File: src/include/fetch_defines.svh
`ifndef FETCH_DEFINES_SVH
`define FETCH_DEFINES_SVH

// PC and instruction width
`define FETCH_XLEN 32

// the number of words per line also sets the burst length
`define ICACHE_WORDS 4
`define ICACHE_INDEX_W 6

// AXI read side
`define AXI_ID_W 4
`define AXI_DATA_W 32

`endif
File: src/design/fetch_pkg.sv
`include "fetch_defines.svh"

package fetch_pkg;

  localparam logic [1:0] AXI_BURST_INCR = 2'b01;

  typedef struct packed {
    logic [`FETCH_XLEN-1:0] pc;
  } fetch_req_t;

  typedef struct packed {
    logic [`FETCH_XLEN-1:0] pc;
    logic [`FETCH_XLEN-1:0] inst;
  } fetch_rsp_t;

  // word 0 sits in the low bits
  typedef struct packed {
    logic [`ICACHE_WORDS-1:0][`FETCH_XLEN-1:0] words;
  } icache_line_t;

  typedef struct packed {
    logic [31:0]           addr;
    logic [`AXI_ID_W-1:0]  id;
    logic [7:0]            len;   // beats minus one
    logic [2:0]            size;
    logic [1:0]            burst;
  } axi_ar_t;

  typedef struct packed {
    logic [`AXI_DATA_W-1:0] data;
    logic [`AXI_ID_W-1:0]   id;
    logic [1:0]             resp;
    logic                   last;
  } axi_r_t;

endpackage

File: src/design/icache_refill.sv
`timescale 1ns/10ps

`include "fetch_defines.svh"

module icache_refill #(
  parameter logic [`AXI_ID_W-1:0] AXI_ID = '0
) (
  input  logic                    clk,
  input  logic                    nrst,
  input  logic                    i_miss,
  input  logic [31:0]             i_miss_addr,
  output logic                    o_fill_done,
  output fetch_pkg::icache_line_t o_fill_line,
  output fetch_pkg::axi_ar_t      o_ar,
  output logic                    o_ar_valid,
  input  logic                    i_ar_ready,
  input  fetch_pkg::axi_r_t       i_r,
  input  logic                    i_r_valid,
  output logic                    o_r_ready
);

  localparam int BEAT_LOG2 = $clog2(`AXI_DATA_W / 8);
  localparam int OFFSET_W  = $clog2(`ICACHE_WORDS) + BEAT_LOG2;

  logic                    ar_valid_q;
  logic                    r_ready_q;
  logic                    done_q;
  logic [31:0]             addr_q;
  fetch_pkg::icache_line_t line_q;
  logic                    busy;
  logic                    beat;

  assign busy = ar_valid_q | r_ready_q;
  assign beat = i_r_valid & r_ready_q;

  always_comb begin
    o_ar.addr  = addr_q;
    o_ar.id    = AXI_ID;
    o_ar.len   = 8'(`ICACHE_WORDS - 1);
    o_ar.size  = 3'(BEAT_LOG2);
    o_ar.burst = fetch_pkg::AXI_BURST_INCR;
  end

  assign o_ar_valid  = ar_valid_q;
  assign o_r_ready   = r_ready_q;
  assign o_fill_done = done_q;
  assign o_fill_line = line_q;

  always_ff @(posedge clk) begin
    if (!nrst) begin
      ar_valid_q <= 1'b0;
      r_ready_q  <= 1'b0;
      done_q     <= 1'b0;
    end else begin
      done_q <= 1'b0;
      if (i_miss && !busy) begin
        ar_valid_q <= 1'b1;
      end
      if (ar_valid_q && i_ar_ready) begin
        ar_valid_q <= 1'b0;
        r_ready_q  <= 1'b1;  // burst in flight
      end
      if (beat && i_r.last) begin
        r_ready_q <= 1'b0;
        done_q    <= 1'b1;
      end
    end
  end

  // beats enter at the top, so the first one ends up in word 0
  always_ff @(posedge clk) begin
    if (i_miss && !busy) begin
      addr_q <= {i_miss_addr[31:OFFSET_W], {OFFSET_W{1'b0}}};
    end
    if (beat) begin
      line_q.words <= {i_r.data, line_q.words[`ICACHE_WORDS-1:1]};
    end
  end

endmodule

File: config.mk
export PLATFORM = sky130hd
export DESIGN_NAME = icache_refill
export DESIGN_NICKNAME = d
export VERILOG_FILES = /design/src/design/fetch_pkg.sv /design/src/design/icache_refill.sv
export VERILOG_INCLUDE_DIRS = /design/src /design/src/include
export SDC_FILE = /design/constraint.sdc
export NUM_CORES = 1
export LEC_CHECK = 0
export BUFFER_PORTS_ARGS = -buffer_cell sky130_fd_sc_hd__buf_2
export CAP_MARGIN = 40
export CORE_UTILIZATION = 48
export CTS_CLUSTER_SIZE = 8
export DETAILED_ROUTE_END_ITERATION = 8
export PLACE_DENSITY = 0.95
export SYNTH_ARGS = -nofsm -noshare
export SYNTH_HDL_FRONTEND = slang
export SYNTH_SLANG_ARGS = --single-unit
File: constraint.sdc
create_clock -name clk -period 6.3 [get_ports clk]
set_clock_uncertainty 0.05 [all_clocks]
set_input_delay 1.26 -clock clk [delete_from_list [all_inputs] [get_ports clk]]
set_output_delay 1.26 -clock clk [all_outputs]
set_load 0.005 [all_outputs]
### After elaboration in Yosys (flattened, before gate mapping)

Cells that the tools add are included.

* bits of input ports: 76
* bits in read-only memories: 0
* memories: 0
* bits in writable memories: 0
* register bits: 159
* bits in latches: 0

* reduce and logical (&&, ||, !) cells: 6
* multiplexer cells: 1
* bitwise logic cells: 3
* shift operators: 0
* equal/unequal tests: 0
* multiply operators: 0
* divide/modulo/power cells: 0
* order comparisons: 0
* add/subtract/negate cells: 0

Operators with widths (number)
* 2-bit OR reduction: 2
* 1-bit logical AND: 3
* 1-bit AND: 1
* 1-bit logical NOT: 1
* 1-bit 2-to-1 mux: 1
* 1-bit NOT: 1
* 1-bit OR: 1

### Logic depth before layout (Yosys ltp)

* depth after elaboration: 3
* gate-level depth with buffers: 2
* mapped depth without buffers: 2

### Least setup slack after synthesis

No wires, ideal clock.

* kind: input to register
* start point: in i_r_valid
* end point: reg line_q (netlist bit o_fill_line[0]), enable pin
* slack: 2.958 ns
* stages: 1
* library setup time: 0.432 ns
* arrival: 2.860 ns
* buffers on the path: 0
* cells stage by stage: and2_2

* longest elaborated chain between the ends: 1

RTL lines
* start: declaration: line icache_refill.sv:18 `input logic i_r_valid,`
* 1-bit AND: line icache_refill.sv:34 `assign beat = i_r_valid & r_ready_q;`
* end: declaration: line icache_refill.sv:29 `fetch_pkg::icache_line_t line_q;`

Every way passes these cells.
A chain may end at the register's enable or synchronous reset.

### Worst setup path after layout

* start point: in i_r_valid
* end point: reg line_q (netlist bit o_fill_line[65]), enable pin

* longest elaborated chain between the ends: 1

RTL lines
* 1-bit AND: line icache_refill.sv:34
* via beat: line icache_refill.sv:31 `logic beat;`

The timed path passes the listed nets, and every way through them passes these cells.

==> summary.md <==
| Metric | Value |
|---|---|
| Antenna cells | 0 |
| Die Ht | 103.8 um |
| DPL Wire Length | 7257 um |
| Mean post-synth cell area | 26.05 sq um |
| TritonRoute pass-1 iters | 4 |
| Crit Path Class | primary input to flip-flop |
| P&R area growth vs syn | 36.36% |
| Reg clk slew, reported paths | 60 ps |
| Post-route ant nets | 0 |
| Comb pwr share | 3.3% |
| Final Critical Period | 2768 ps |
| Met2 Routed Length | 5616 um |
| Setup TNS | 0 ps |
| DR WL/cell | 17.22 um |
| Residual DRC count | 0 |
| Wl on met1 | 3514 um |
| Sw frac | 19.36% |
| CP Capture Type | flip-flop |
| Final non-filler cell area | 0.006785 sq mm |
| Max Slew Vio Count | 0 |
| Fin. Hold Viols | 0 |
| Final core occ | 68.47% |
| Synth unique cells | 13 |
| Net load switching power | 438.8 uW |
| H-tree depth | 4 |
| Placed insts | 548 |
| Clock share of power | 43.6% |
| Worst hold-check path type | flip-flop to flip-flop |
| Via count | 2629 |
| First-pass GRT wire length | 14830 um |
| Final wirelength | 9990 um |
| Worst-Margin Slew | 808.6 ps |
| Cell Pwr Density | 334.1 mW/mm^2 |
| Max Freq | 361.3 MHz |
| Yosys warns | 0 |
| Vias/cell | 4.533 |
| Outcome | complete, no violations |
| Max Buffers Root-to-Sink | 2 |
| Final setup viols | 0 |
| Area share of the largest cell type after synthesis | 94.14% |
| Vias in the first global route | 2730 |
| Die width | 103.8 um |
| Floorplan row count | 36 |
| Initial DRC count | 119 |
| Mapped Area | 0.004976 sq mm |
| Cell Area, Placed | 0.006200 sq mm |
| Worst VDD drop | 0.1923 mV |
| Post-CTS setup buffers | 0 |
| Period utilization | 43.93% |
| Top Ports | 256 |
| Sequential share of power | 53.1% |
| Worst rel slew slack | 46.09% |
| Port bufs | 224 |
| Num CTS Buffers | 17 |
| Num Clock Sinks | 159 |
| CTS tree | built |
| Die area | 0.01078 sq mm |
| Final Non-Filler Cells | 580 |
| Hold buffer count at CTS | 0 |
| Top area cells in the synthesized netlist | edfxtp_1, buf_4, dfxtp_1 |
| Worst-Skew Late Latency | 510 ps |
| Fin nets | 510 |
| Initial antenna violation count | 0 |
| Power, Total | 2267 uW |
| Largest net degree at the start of global routing | 67 |
| Cts repair resizes | 0 |
| Share of cells above drive strength 1 | 57.72% |
| Initial Util | 50.21% |
| Data arrival, critical path | 2850 ps |
| Max Used Layer | met4 |
| Static Leak | 0.002716 uW |
| Overall Global Routing Usage | 18.96% |
| Met3 routed WL | 622 um |
| Core Area | 0.009910 sq mm |
| Sequential element share of the synthesized area | 95.35% |
| #FFs+latches synth | 159 |
| Critical path fanouts, max | 66 |
| RSZ-0062 raised after global routing | no |
| Grt ovf | 0 |
| Area leader, netlist | edfxtp_1 |
| CTS Root Cell | clkbuf_8 |
| CP Launch Type | primary input |
| Critical Path RT | 6390 ps |
| Post-Synthesis Cells | 191 |
| Filler cells | 671 |
| Pint | 1828 uW |
| Max-cap violation count | 0 |
| Gpl congestion | 0.8010 |
[flip-flops by register name, summed over array words and instances (netlist names)]
signal and flops:
addr_q 28, o_fill_done 1, o_ar_valid 1, o_r_ready 1
o_fill_line 128
[critical path, cell delays in order]
cell and delay (ps):
buf_2 100, and2_4 660, buf_4 750
[worst paths after layout]
| check | start | endpoint | slack, ps | cells after the start |
|---|---|---|---|---|
| setup reg to reg | o_r_ready | o_fill_line[65] | 3880 | 2 |
| setup / recovery | i_r_valid | o_fill_line[65] | 3530 | 3 |
| hold / removal | o_fill_line[34] | o_fill_line[2] | 390 | 0 |
| hold reg to reg | o_fill_line[34] | o_fill_line[2] | 390 | 0 |
[Yosys cell counts (all sizes together)]
library cell and instances:
buf 21, conb 2, o21a 1, and3 1, dfxtp 3, edfxtp 156, nor3b 1, o21ai 1
nand2 1, and2 2, and2b 1, nand4b 1
[layout make-up]
| cell class | instances | area (sq um) | share of cell area (%) |
|---|---|---|---|
| Timing Repair Buffer | 226 | 1136 | 16.74 |
| Tap cell | 133 | 166.4 | 2.453 |
| Sequential cell | 159 | 4745 | 69.92 |
| Clock inverter | 14 | 167.7 | 2.471 |
| Multi-Input combinational cell | 30 | 152.6 | 2.250 |
| Clock buffer | 18 | 417.9 | 6.159 |
[cell families (layout without fill, tap and decap cells)]
group           after synthesis  in the layout  synth area share [%]
simple gates                  7              7                 1.081
buf+inv                      21            258                 3.168
other cells                   2             21                0.1509
compound gates                2              2                0.2514
flops                       159            159                 95.35
[cell usage in the layout, fill, tap and decap left out, types with 2 or more instances in the layout]
cell,instances
clkinv_4,3
buf_4,2
edfxtp_1,156
clkinvlp_4,4
clkbuf_16,16
dfxtp_1,3
bufinv_16,3
clkinv_1,2
conb_1,21
buf_2,224
[metal layers]
| metal | up-vias | global-route usage, % |
|---|---|---|
| li1 | 1197 | - |
| met4 | 0 | 10.10 |
| met2 | 140 | 34.81 |
| met3 | 18 | 5.916 |
| met5 | - | 0 |
| met1 | 1274 | 18.99 |
[power groups by stage]
stage | sequential, uW | clock [uW] | combinational (uW)
floorplan | 1230 | 0 | 25.6
global placement | 1220 | 0 | 71.3
detailed placement | 1230 | 0 | 74.5
CTS | 1200 | 1010 | 75.3
global route | 1210 | 1050 | 81.0
finish | 1200 | 988 | 75.0
[through the flow]
| step | hold WS, ps | setup WS [ps] |
|---|---|---|
| 2_1_floorplan | 402.1 | 2958 |
| 3_3_place_gp | 374.8 | 3106 |
| 3_5_place_dp | 380.2 | 3042 |
| 4_1_cts | 395.2 | 3592 |
| 5_1_grt | 400.5 | 3471 |
| 6_report | 393.2 | 3532 |
Power figures use the tool's default switching activity.
