File: src/include/fetch_defines.svh
`ifndef FETCH_DEFINES_SVH
`define FETCH_DEFINES_SVH

// PC and instruction width
`define FETCH_XLEN 32

// the number of words per line also sets the burst length
`define ICACHE_WORDS 4
`define ICACHE_INDEX_W 6

// AXI read side
`define AXI_ID_W 4
`define AXI_DATA_W 32

`endif
File: src/design/fetch_pkg.sv
`include "fetch_defines.svh"

package fetch_pkg;

  localparam logic [1:0] AXI_BURST_INCR = 2'b01;

  typedef struct packed {
    logic [`FETCH_XLEN-1:0] pc;
  } fetch_req_t;

  typedef struct packed {
    logic [`FETCH_XLEN-1:0] pc;
    logic [`FETCH_XLEN-1:0] inst;
  } fetch_rsp_t;

  // word 0 sits in the low bits
  typedef struct packed {
    logic [`ICACHE_WORDS-1:0][`FETCH_XLEN-1:0] words;
  } icache_line_t;

  typedef struct packed {
    logic [31:0]           addr;
    logic [`AXI_ID_W-1:0]  id;
    logic [7:0]            len;   // beats minus one
    logic [2:0]            size;
    logic [1:0]            burst;
  } axi_ar_t;

  typedef struct packed {
    logic [`AXI_DATA_W-1:0] data;
    logic [`AXI_ID_W-1:0]   id;
    logic [1:0]             resp;
    logic                   last;
  } axi_r_t;

endpackage

File: src/design/fetch_ifu.sv
`timescale 1ns/10ps

module fetch_ifu (
  input  logic                  clk,
  input  logic                  nrst,
  input  fetch_pkg::fetch_req_t i_req,
  input  logic                  i_req_valid,
  output logic                  o_req_ready,
  output fetch_pkg::fetch_rsp_t o_rsp,
  output logic                  o_rsp_valid,
  input  logic                  i_rsp_ready,
  output fetch_pkg::fetch_req_t o_lookup,
  output logic                  o_lookup_valid,
  input  logic                  i_lookup_ready,
  input  fetch_pkg::fetch_rsp_t i_hit,
  input  logic                  i_hit_valid
);

  // init keeps the core side closed for one cycle after reset
  typedef enum logic [1:0] {S_INIT, S_IDLE, S_WAIT, S_HOLD} state_t;

  state_t                state_q;
  fetch_pkg::fetch_rsp_t rsp_q;

  assign o_lookup       = i_req;
  assign o_lookup_valid = (state_q == S_IDLE) & i_req_valid;
  assign o_req_ready    = (state_q == S_IDLE) & i_lookup_ready;
  assign o_rsp          = rsp_q;
  assign o_rsp_valid    = state_q == S_HOLD;

  always_ff @(posedge clk) begin
    if (!nrst) begin
      state_q <= S_INIT;
    end else begin
      case (state_q)
        S_INIT: state_q <= S_IDLE;
        S_IDLE: begin
          if (i_req_valid && i_lookup_ready) begin
            state_q <= S_WAIT;  // one PC in flight
          end
        end
        S_WAIT: begin
          if (i_hit_valid) begin
            state_q <= S_HOLD;
          end
        end
        S_HOLD: begin
          if (i_rsp_ready) begin
            state_q <= S_IDLE;  // core took the word
          end
        end
        default: state_q <= S_INIT;
      endcase
    end
  end

  always_ff @(posedge clk) begin
    if (state_q == S_WAIT && i_hit_valid) begin
      rsp_q <= i_hit;
    end
  end

endmodule

File: config.mk
export PLATFORM = sky130hd
export DESIGN_NAME = fetch_ifu
export DESIGN_NICKNAME = d
export VERILOG_FILES = /design/src/design/fetch_pkg.sv /design/src/design/fetch_ifu.sv
export VERILOG_INCLUDE_DIRS = /design/src /design/src/include
export SDC_FILE = /design/constraint.sdc
export NUM_CORES = 1
export LEC_CHECK = 0
export BUFFER_PORTS_ARGS = -buffer_cell sky130_fd_sc_hd__buf_2
export CORE_UTILIZATION = 35
export DETAILED_ROUTE_END_ITERATION = 12
export PLACE_DENSITY = 0.75
export SLEW_MARGIN = 20
export SYNTH_ARGS = -nofsm -noshare
export SYNTH_HDL_FRONTEND = slang
export SYNTH_SLANG_ARGS = --single-unit
File: constraint.sdc
create_clock -name clk -period 4.7 [get_ports clk]
set_input_delay 0.47 -clock clk [delete_from_list [all_inputs] [get_ports clk]]
set_output_delay 0.47 -clock clk [all_outputs]
set_load 0.02 [all_outputs]
# After elaboration in Yosys (flattened, before gate mapping)
# Cells that the tools add are included.
# word_totals
reg_bits	66
n_memories	0
ramBits	0
mem_bits_ro	0
latchBits	0
# classes
addsub	0
muxes	4
n_shift	0
n_bitwise	2
eq_ne	6
n_reduce_logical	4
n_div	0
n_lt_le_gt_ge	0
multipliers	0
# op_table
op	n
2-bit one-hot mux with 4 select lines	1
2-bit 2-to-1 mux	3
2-bit == test, second input constant	2
2-bit by 1-bit inequality test with 1-bit output, second input constant	2
3-bit AND reduction	1
1-bit AND	2
2-bit by 1-bit == test with 1-bit output, second input constant	1
1-bit logical AND	2
2-bit zero test	1
2-bit inequality test, second input constant	1

# Depth between registers and ports, before layout
# logic_depth
depth_word	3
ltp_mapped	4
mapped_depth_nobuf	4

# Worst setup path before layout
# OpenSTA, ideal clock, no wires.
# synth_timing
kind	reg2reg
start	register state_q[0]
end	register rsp_q, in the netlist o_rsp[0], enable pin
arrival_time_ns	2.061
setup_slack_ns	2.210
path_stages_with_launch	4
synth_period_minus_slack_ns	2.490
path_cell_list	dfxtp_1 inv_1 ha_1 and2_1
# synth_via
elab_chain_cells	2
# synth_rtl
element	line_no	text
from (decl)	fetch_ifu.sv:22	state_t state_q;
from (signal assigned)	fetch_ifu.sv:33	state_q <= S_INIT;
from (signal assigned)	fetch_ifu.sv:36	S_INIT: state_q <= S_IDLE;
from (signal assigned)	fetch_ifu.sv:39	state_q <= S_WAIT;
2-bit == test	fetch_ifu.sv:58	if (state_q == S_WAIT && i_hit_valid) begin
1-bit logical AND	fetch_ifu.sv:58	
to (signal assigned)	fetch_ifu.sv:59	rsp_q <= i_hit;
to (decl)	fetch_ifu.sv:23	fetch_pkg::fetch_rsp_t rsp_q;
# No other way between the ends.
# A chain may end at the register's enable or synchronous reset.

# Worst setup path after layout
# layout_timing
start	register state_q[0]
end	register rsp_q, in the netlist o_rsp[5], enable pin
# Same word-level chain as after synthesis.

==> flow_metrics.py <==
metrics = {
    "pwr": {
        "maximum_ir_drop_on_the_vdd_rail_v": 0.0003279,
        "total_power_mw": 1.423,
        "p_leak_nw": 1.304,
        "powerDensity_nw_per_um2": 465.8,
    },
    "clock_network": {
        "clk_latency_ns": 0.32,
        "h-tree-depth": 3,
        "post_cts.repair.setup_buffers": 0,
        "cts_made_buffers": 9,
        "post_cts_resize_count": 0,
        "cts_tree": "done",
        "bufs_on_longest_clock_path": 2,
        "clk_pin_slew_worst_paths_ns": 0.06,
        "clockRootBuffer": "sky130_fd_sc_hd__clkbuf_8",
        "post_cts_hold_buffer_count": 0,
        "tritoncts_num_sinks": 66,
    },
    "worst_setup_path": {
        "worst_path_max_delay_cell": "sky130_fd_sc_hd__and2_2",
        "start_kind": "register",
        "cp.buffers_inverters": 2,
        "max_stage_delay_ns": 0.62,
        "critical_path_class": "register to register",
        "r2r_start": "state_q[0]$_SDFFE_PN0P_",
        "cp_max_fo": 33,
        "cp_data_required_time_ns": 4.68,
        "critical_path.startpoint": "state_q[0]$_SDFFE_PN0P_",
        "crit_family": "simple AND/OR/NAND/NOR gates",
        "crit_arrival_ns": 2.07,
        "cp-end-kind": "register",
        "crit_path_cell_trace": "inv_1 > ha_1 > and2_2 > buf_4",
    },
    "routing": {
        "num_vias": 1376,
        "drt-met1-wl_um": 1730,
        "met2WireLength_um": 2317,
        "drt-total-wl_um": 4718,
        "top_signal_layer_used": "met4",
        "wl_met3_um": 560,
        "dr.first_iter.drc_count": 69,
        "final_antenna_net_count": 0,
        "first_pass_iters": 4,
        "drcViolationCount": 0,
        "avgRoutedWirePerCell_um": 15.03,
        "vias_per_cell": 4.382,
    },
    "die": {
        "initial_core_util_pct": 36.54,
        "core-area_um2": 6386,
        "fp.dieW_um": 83.65,
        "die-height_um": 83.65,
        "design.die.area_um2": 6997,
        "row_count": 29,
        "ioPinCount": 201,
    },
    "final_layout": {
        "nets": 338,
        "finalNonFillerCells": 314,
        "post_route_cells_drive_above_1_share_pct": 63.29,
        "insertedDiodeCount": 0,
        "nFillCells": 554,
        "final_common_cell": "sky130_fd_sc_hd__buf_2",
        "final_cell_mix": "136 x sky130_fd_sc_hd__buf_2, 64 x sky130_fd_sc_hd__edfxtp_1, 9 x sky130_fd_sc_hd__clkbuf_8",
        "areaGrowthSynthToFinish_pct": 30.88,
        "postLayoutCellArea_um2": 3054,
    },
    "yosys": {
        "synth_cell_types": 13,
        "synthDominantAreaCellType": "sky130_fd_sc_hd__edfxtp_1",
        "synth-warning-count": 0,
        "synth_cells": 117,
        "synthesis.area_um2": 2333,
        "yosysSeqAreaShare_pct": 84.08,
        "yosys-top-cells-area": "sky130_fd_sc_hd__edfxtp_1 82%, sky130_fd_sc_hd__buf_4 10%, sky130_fd_sc_hd__dfxtp_1 1.7%",
        "synthDominantCellAreaShare_pct": 82.36,
        "synth_seq_cells": 66,
        "syn_area_per_cell_um2": 19.94,
        "synth_nets": 222,
    },
    "global_routing": {
        "grt_max_degree": 34,
        "grt.total_usage_pct": 13.99,
        "antenna_violations_before_repair": 0,
        "grt_pass1_vias": 1365,
        "grt_ovf": 0,
        "grt_pass1_wl_um": 7038,
    },
    "sta": {
        "fmaxAchievable_mhz": 478.9,
        "maxSlewViolCount": 0,
        "tns_ns": 0,
        "timing_worst_slew_pin_value_ns": 0.7125,
        "finalHoldViolations": 0,
        "finalCriticalPeriod_ns": 2.088,
        "slew-limit-headroom_pct": 52.50,
        "unrepaired_setup_endpoints_after_global_routing": "no",
        "finish_stage_setup_viols": 0,
        "finalClockSkew_ns": 0.003704,
        "final_min_period_over_clock_period_pct": 44.42,
    },
    "place": {
        "placed_cells_incl_taps": 299,
        "dpl-instance-area_um2": 2879,
        "gp_routability_congestion": 0.7155,
        "io_buffers": 136,
    },
    "status": {
        "run_status": "finished clean",
    },
    "worst_hold_path": {
        "hold_path.class": "input pin to register",
        "hp-start": "i_hit[42]",
    },
    "flow_run": {
        "maxCapViolations": 0,
    },
}
## layout make-up
type                            count  area [um^2]  area share (%)
Multi-Input combinational cell     15        117.6           3.851
Clock inverter                      4        43.79           1.434
Sequential cell                    66         1962           64.24
Clock buffer                       11        131.4           4.302
Tap cell                           77        96.34           3.154
Timing Repair Buffer              137        688.2           22.53
Inverter                            4        15.01          0.4916
## metal layers
layer / GRT usage, % / up-vias
li1: - / 626
met1: 15.35 / 624
met2: 21.14 / 110
met3: 8.012 / 16
met4: 8.012 / 0
met5: 0 / -
## worst paths after layout
check / to / slack (ns) / depth (start not counted)
worst max-delay path: o_rsp[5]$_DFFE_PP_ / 2.61 / 4
worst min-delay path: o_rsp[42]$_DFFE_PP_ / 0.32 / 1
worst max register to register: o_rsp[5]$_DFFE_PP_ / 2.61 / 4
worst min register to register: state_q[1]$_SDFFE_PN0P_ / 0.50 / 2
## where the power goes
part | switching, mW | total, mW | internal (mW) | leakage [nW]
Sequential | 0.0201 | 0.749 | 0.729 | 0.597
Combinational | 0.163 | 0.248 | 0.0853 | 0.616
Clock | 0.187 | 0.426 | 0.239 | 0.0906
Total | 0.370 | 1.42 | 1.05 | 1.30
## stage by stage
stage	setup slack, ns	util, %	hold slack (ns)
CTS	2.589	47.83	0.2975
detailed placement	2.605	45.08	0.4936
finish	2.612	47.83	0.3165
floorplan	2.210	-	0.4677
global route	2.465	47.83	0.2859
global placement	2.677	45.08	0.4826
## cell families after synthesis
group                      synth area share [%]
AOI/OAI and AO/OA                         1.126
adders and majority gates                 1.609
buffers and inverters                     10.94
DFF                                       84.07
muxes                                    0.4290
and+or+nand+nor                           1.823
## sequential cells by signal (all words and copies together), names as in the netlist
signal   cells
o_rsp       64
state_q      2
## Yosys cell counts
cell	number
sky130_fd_sc_hd__a222oi_1	1
sky130_fd_sc_hd__a22oi_1	1
sky130_fd_sc_hd__and2_1	3
sky130_fd_sc_hd__buf_4	32
sky130_fd_sc_hd__dfxtp_1	2
sky130_fd_sc_hd__edfxtp_1	64
sky130_fd_sc_hd__ha_1	3
sky130_fd_sc_hd__inv_1	4
sky130_fd_sc_hd__mux2i_1	1
sky130_fd_sc_hd__nand2_1	3
sky130_fd_sc_hd__nand2b_1	1
sky130_fd_sc_hd__nor2b_1	1
sky130_fd_sc_hd__o2bb2ai_1	1
Note: power is estimated with default switching activity, not from simulation.
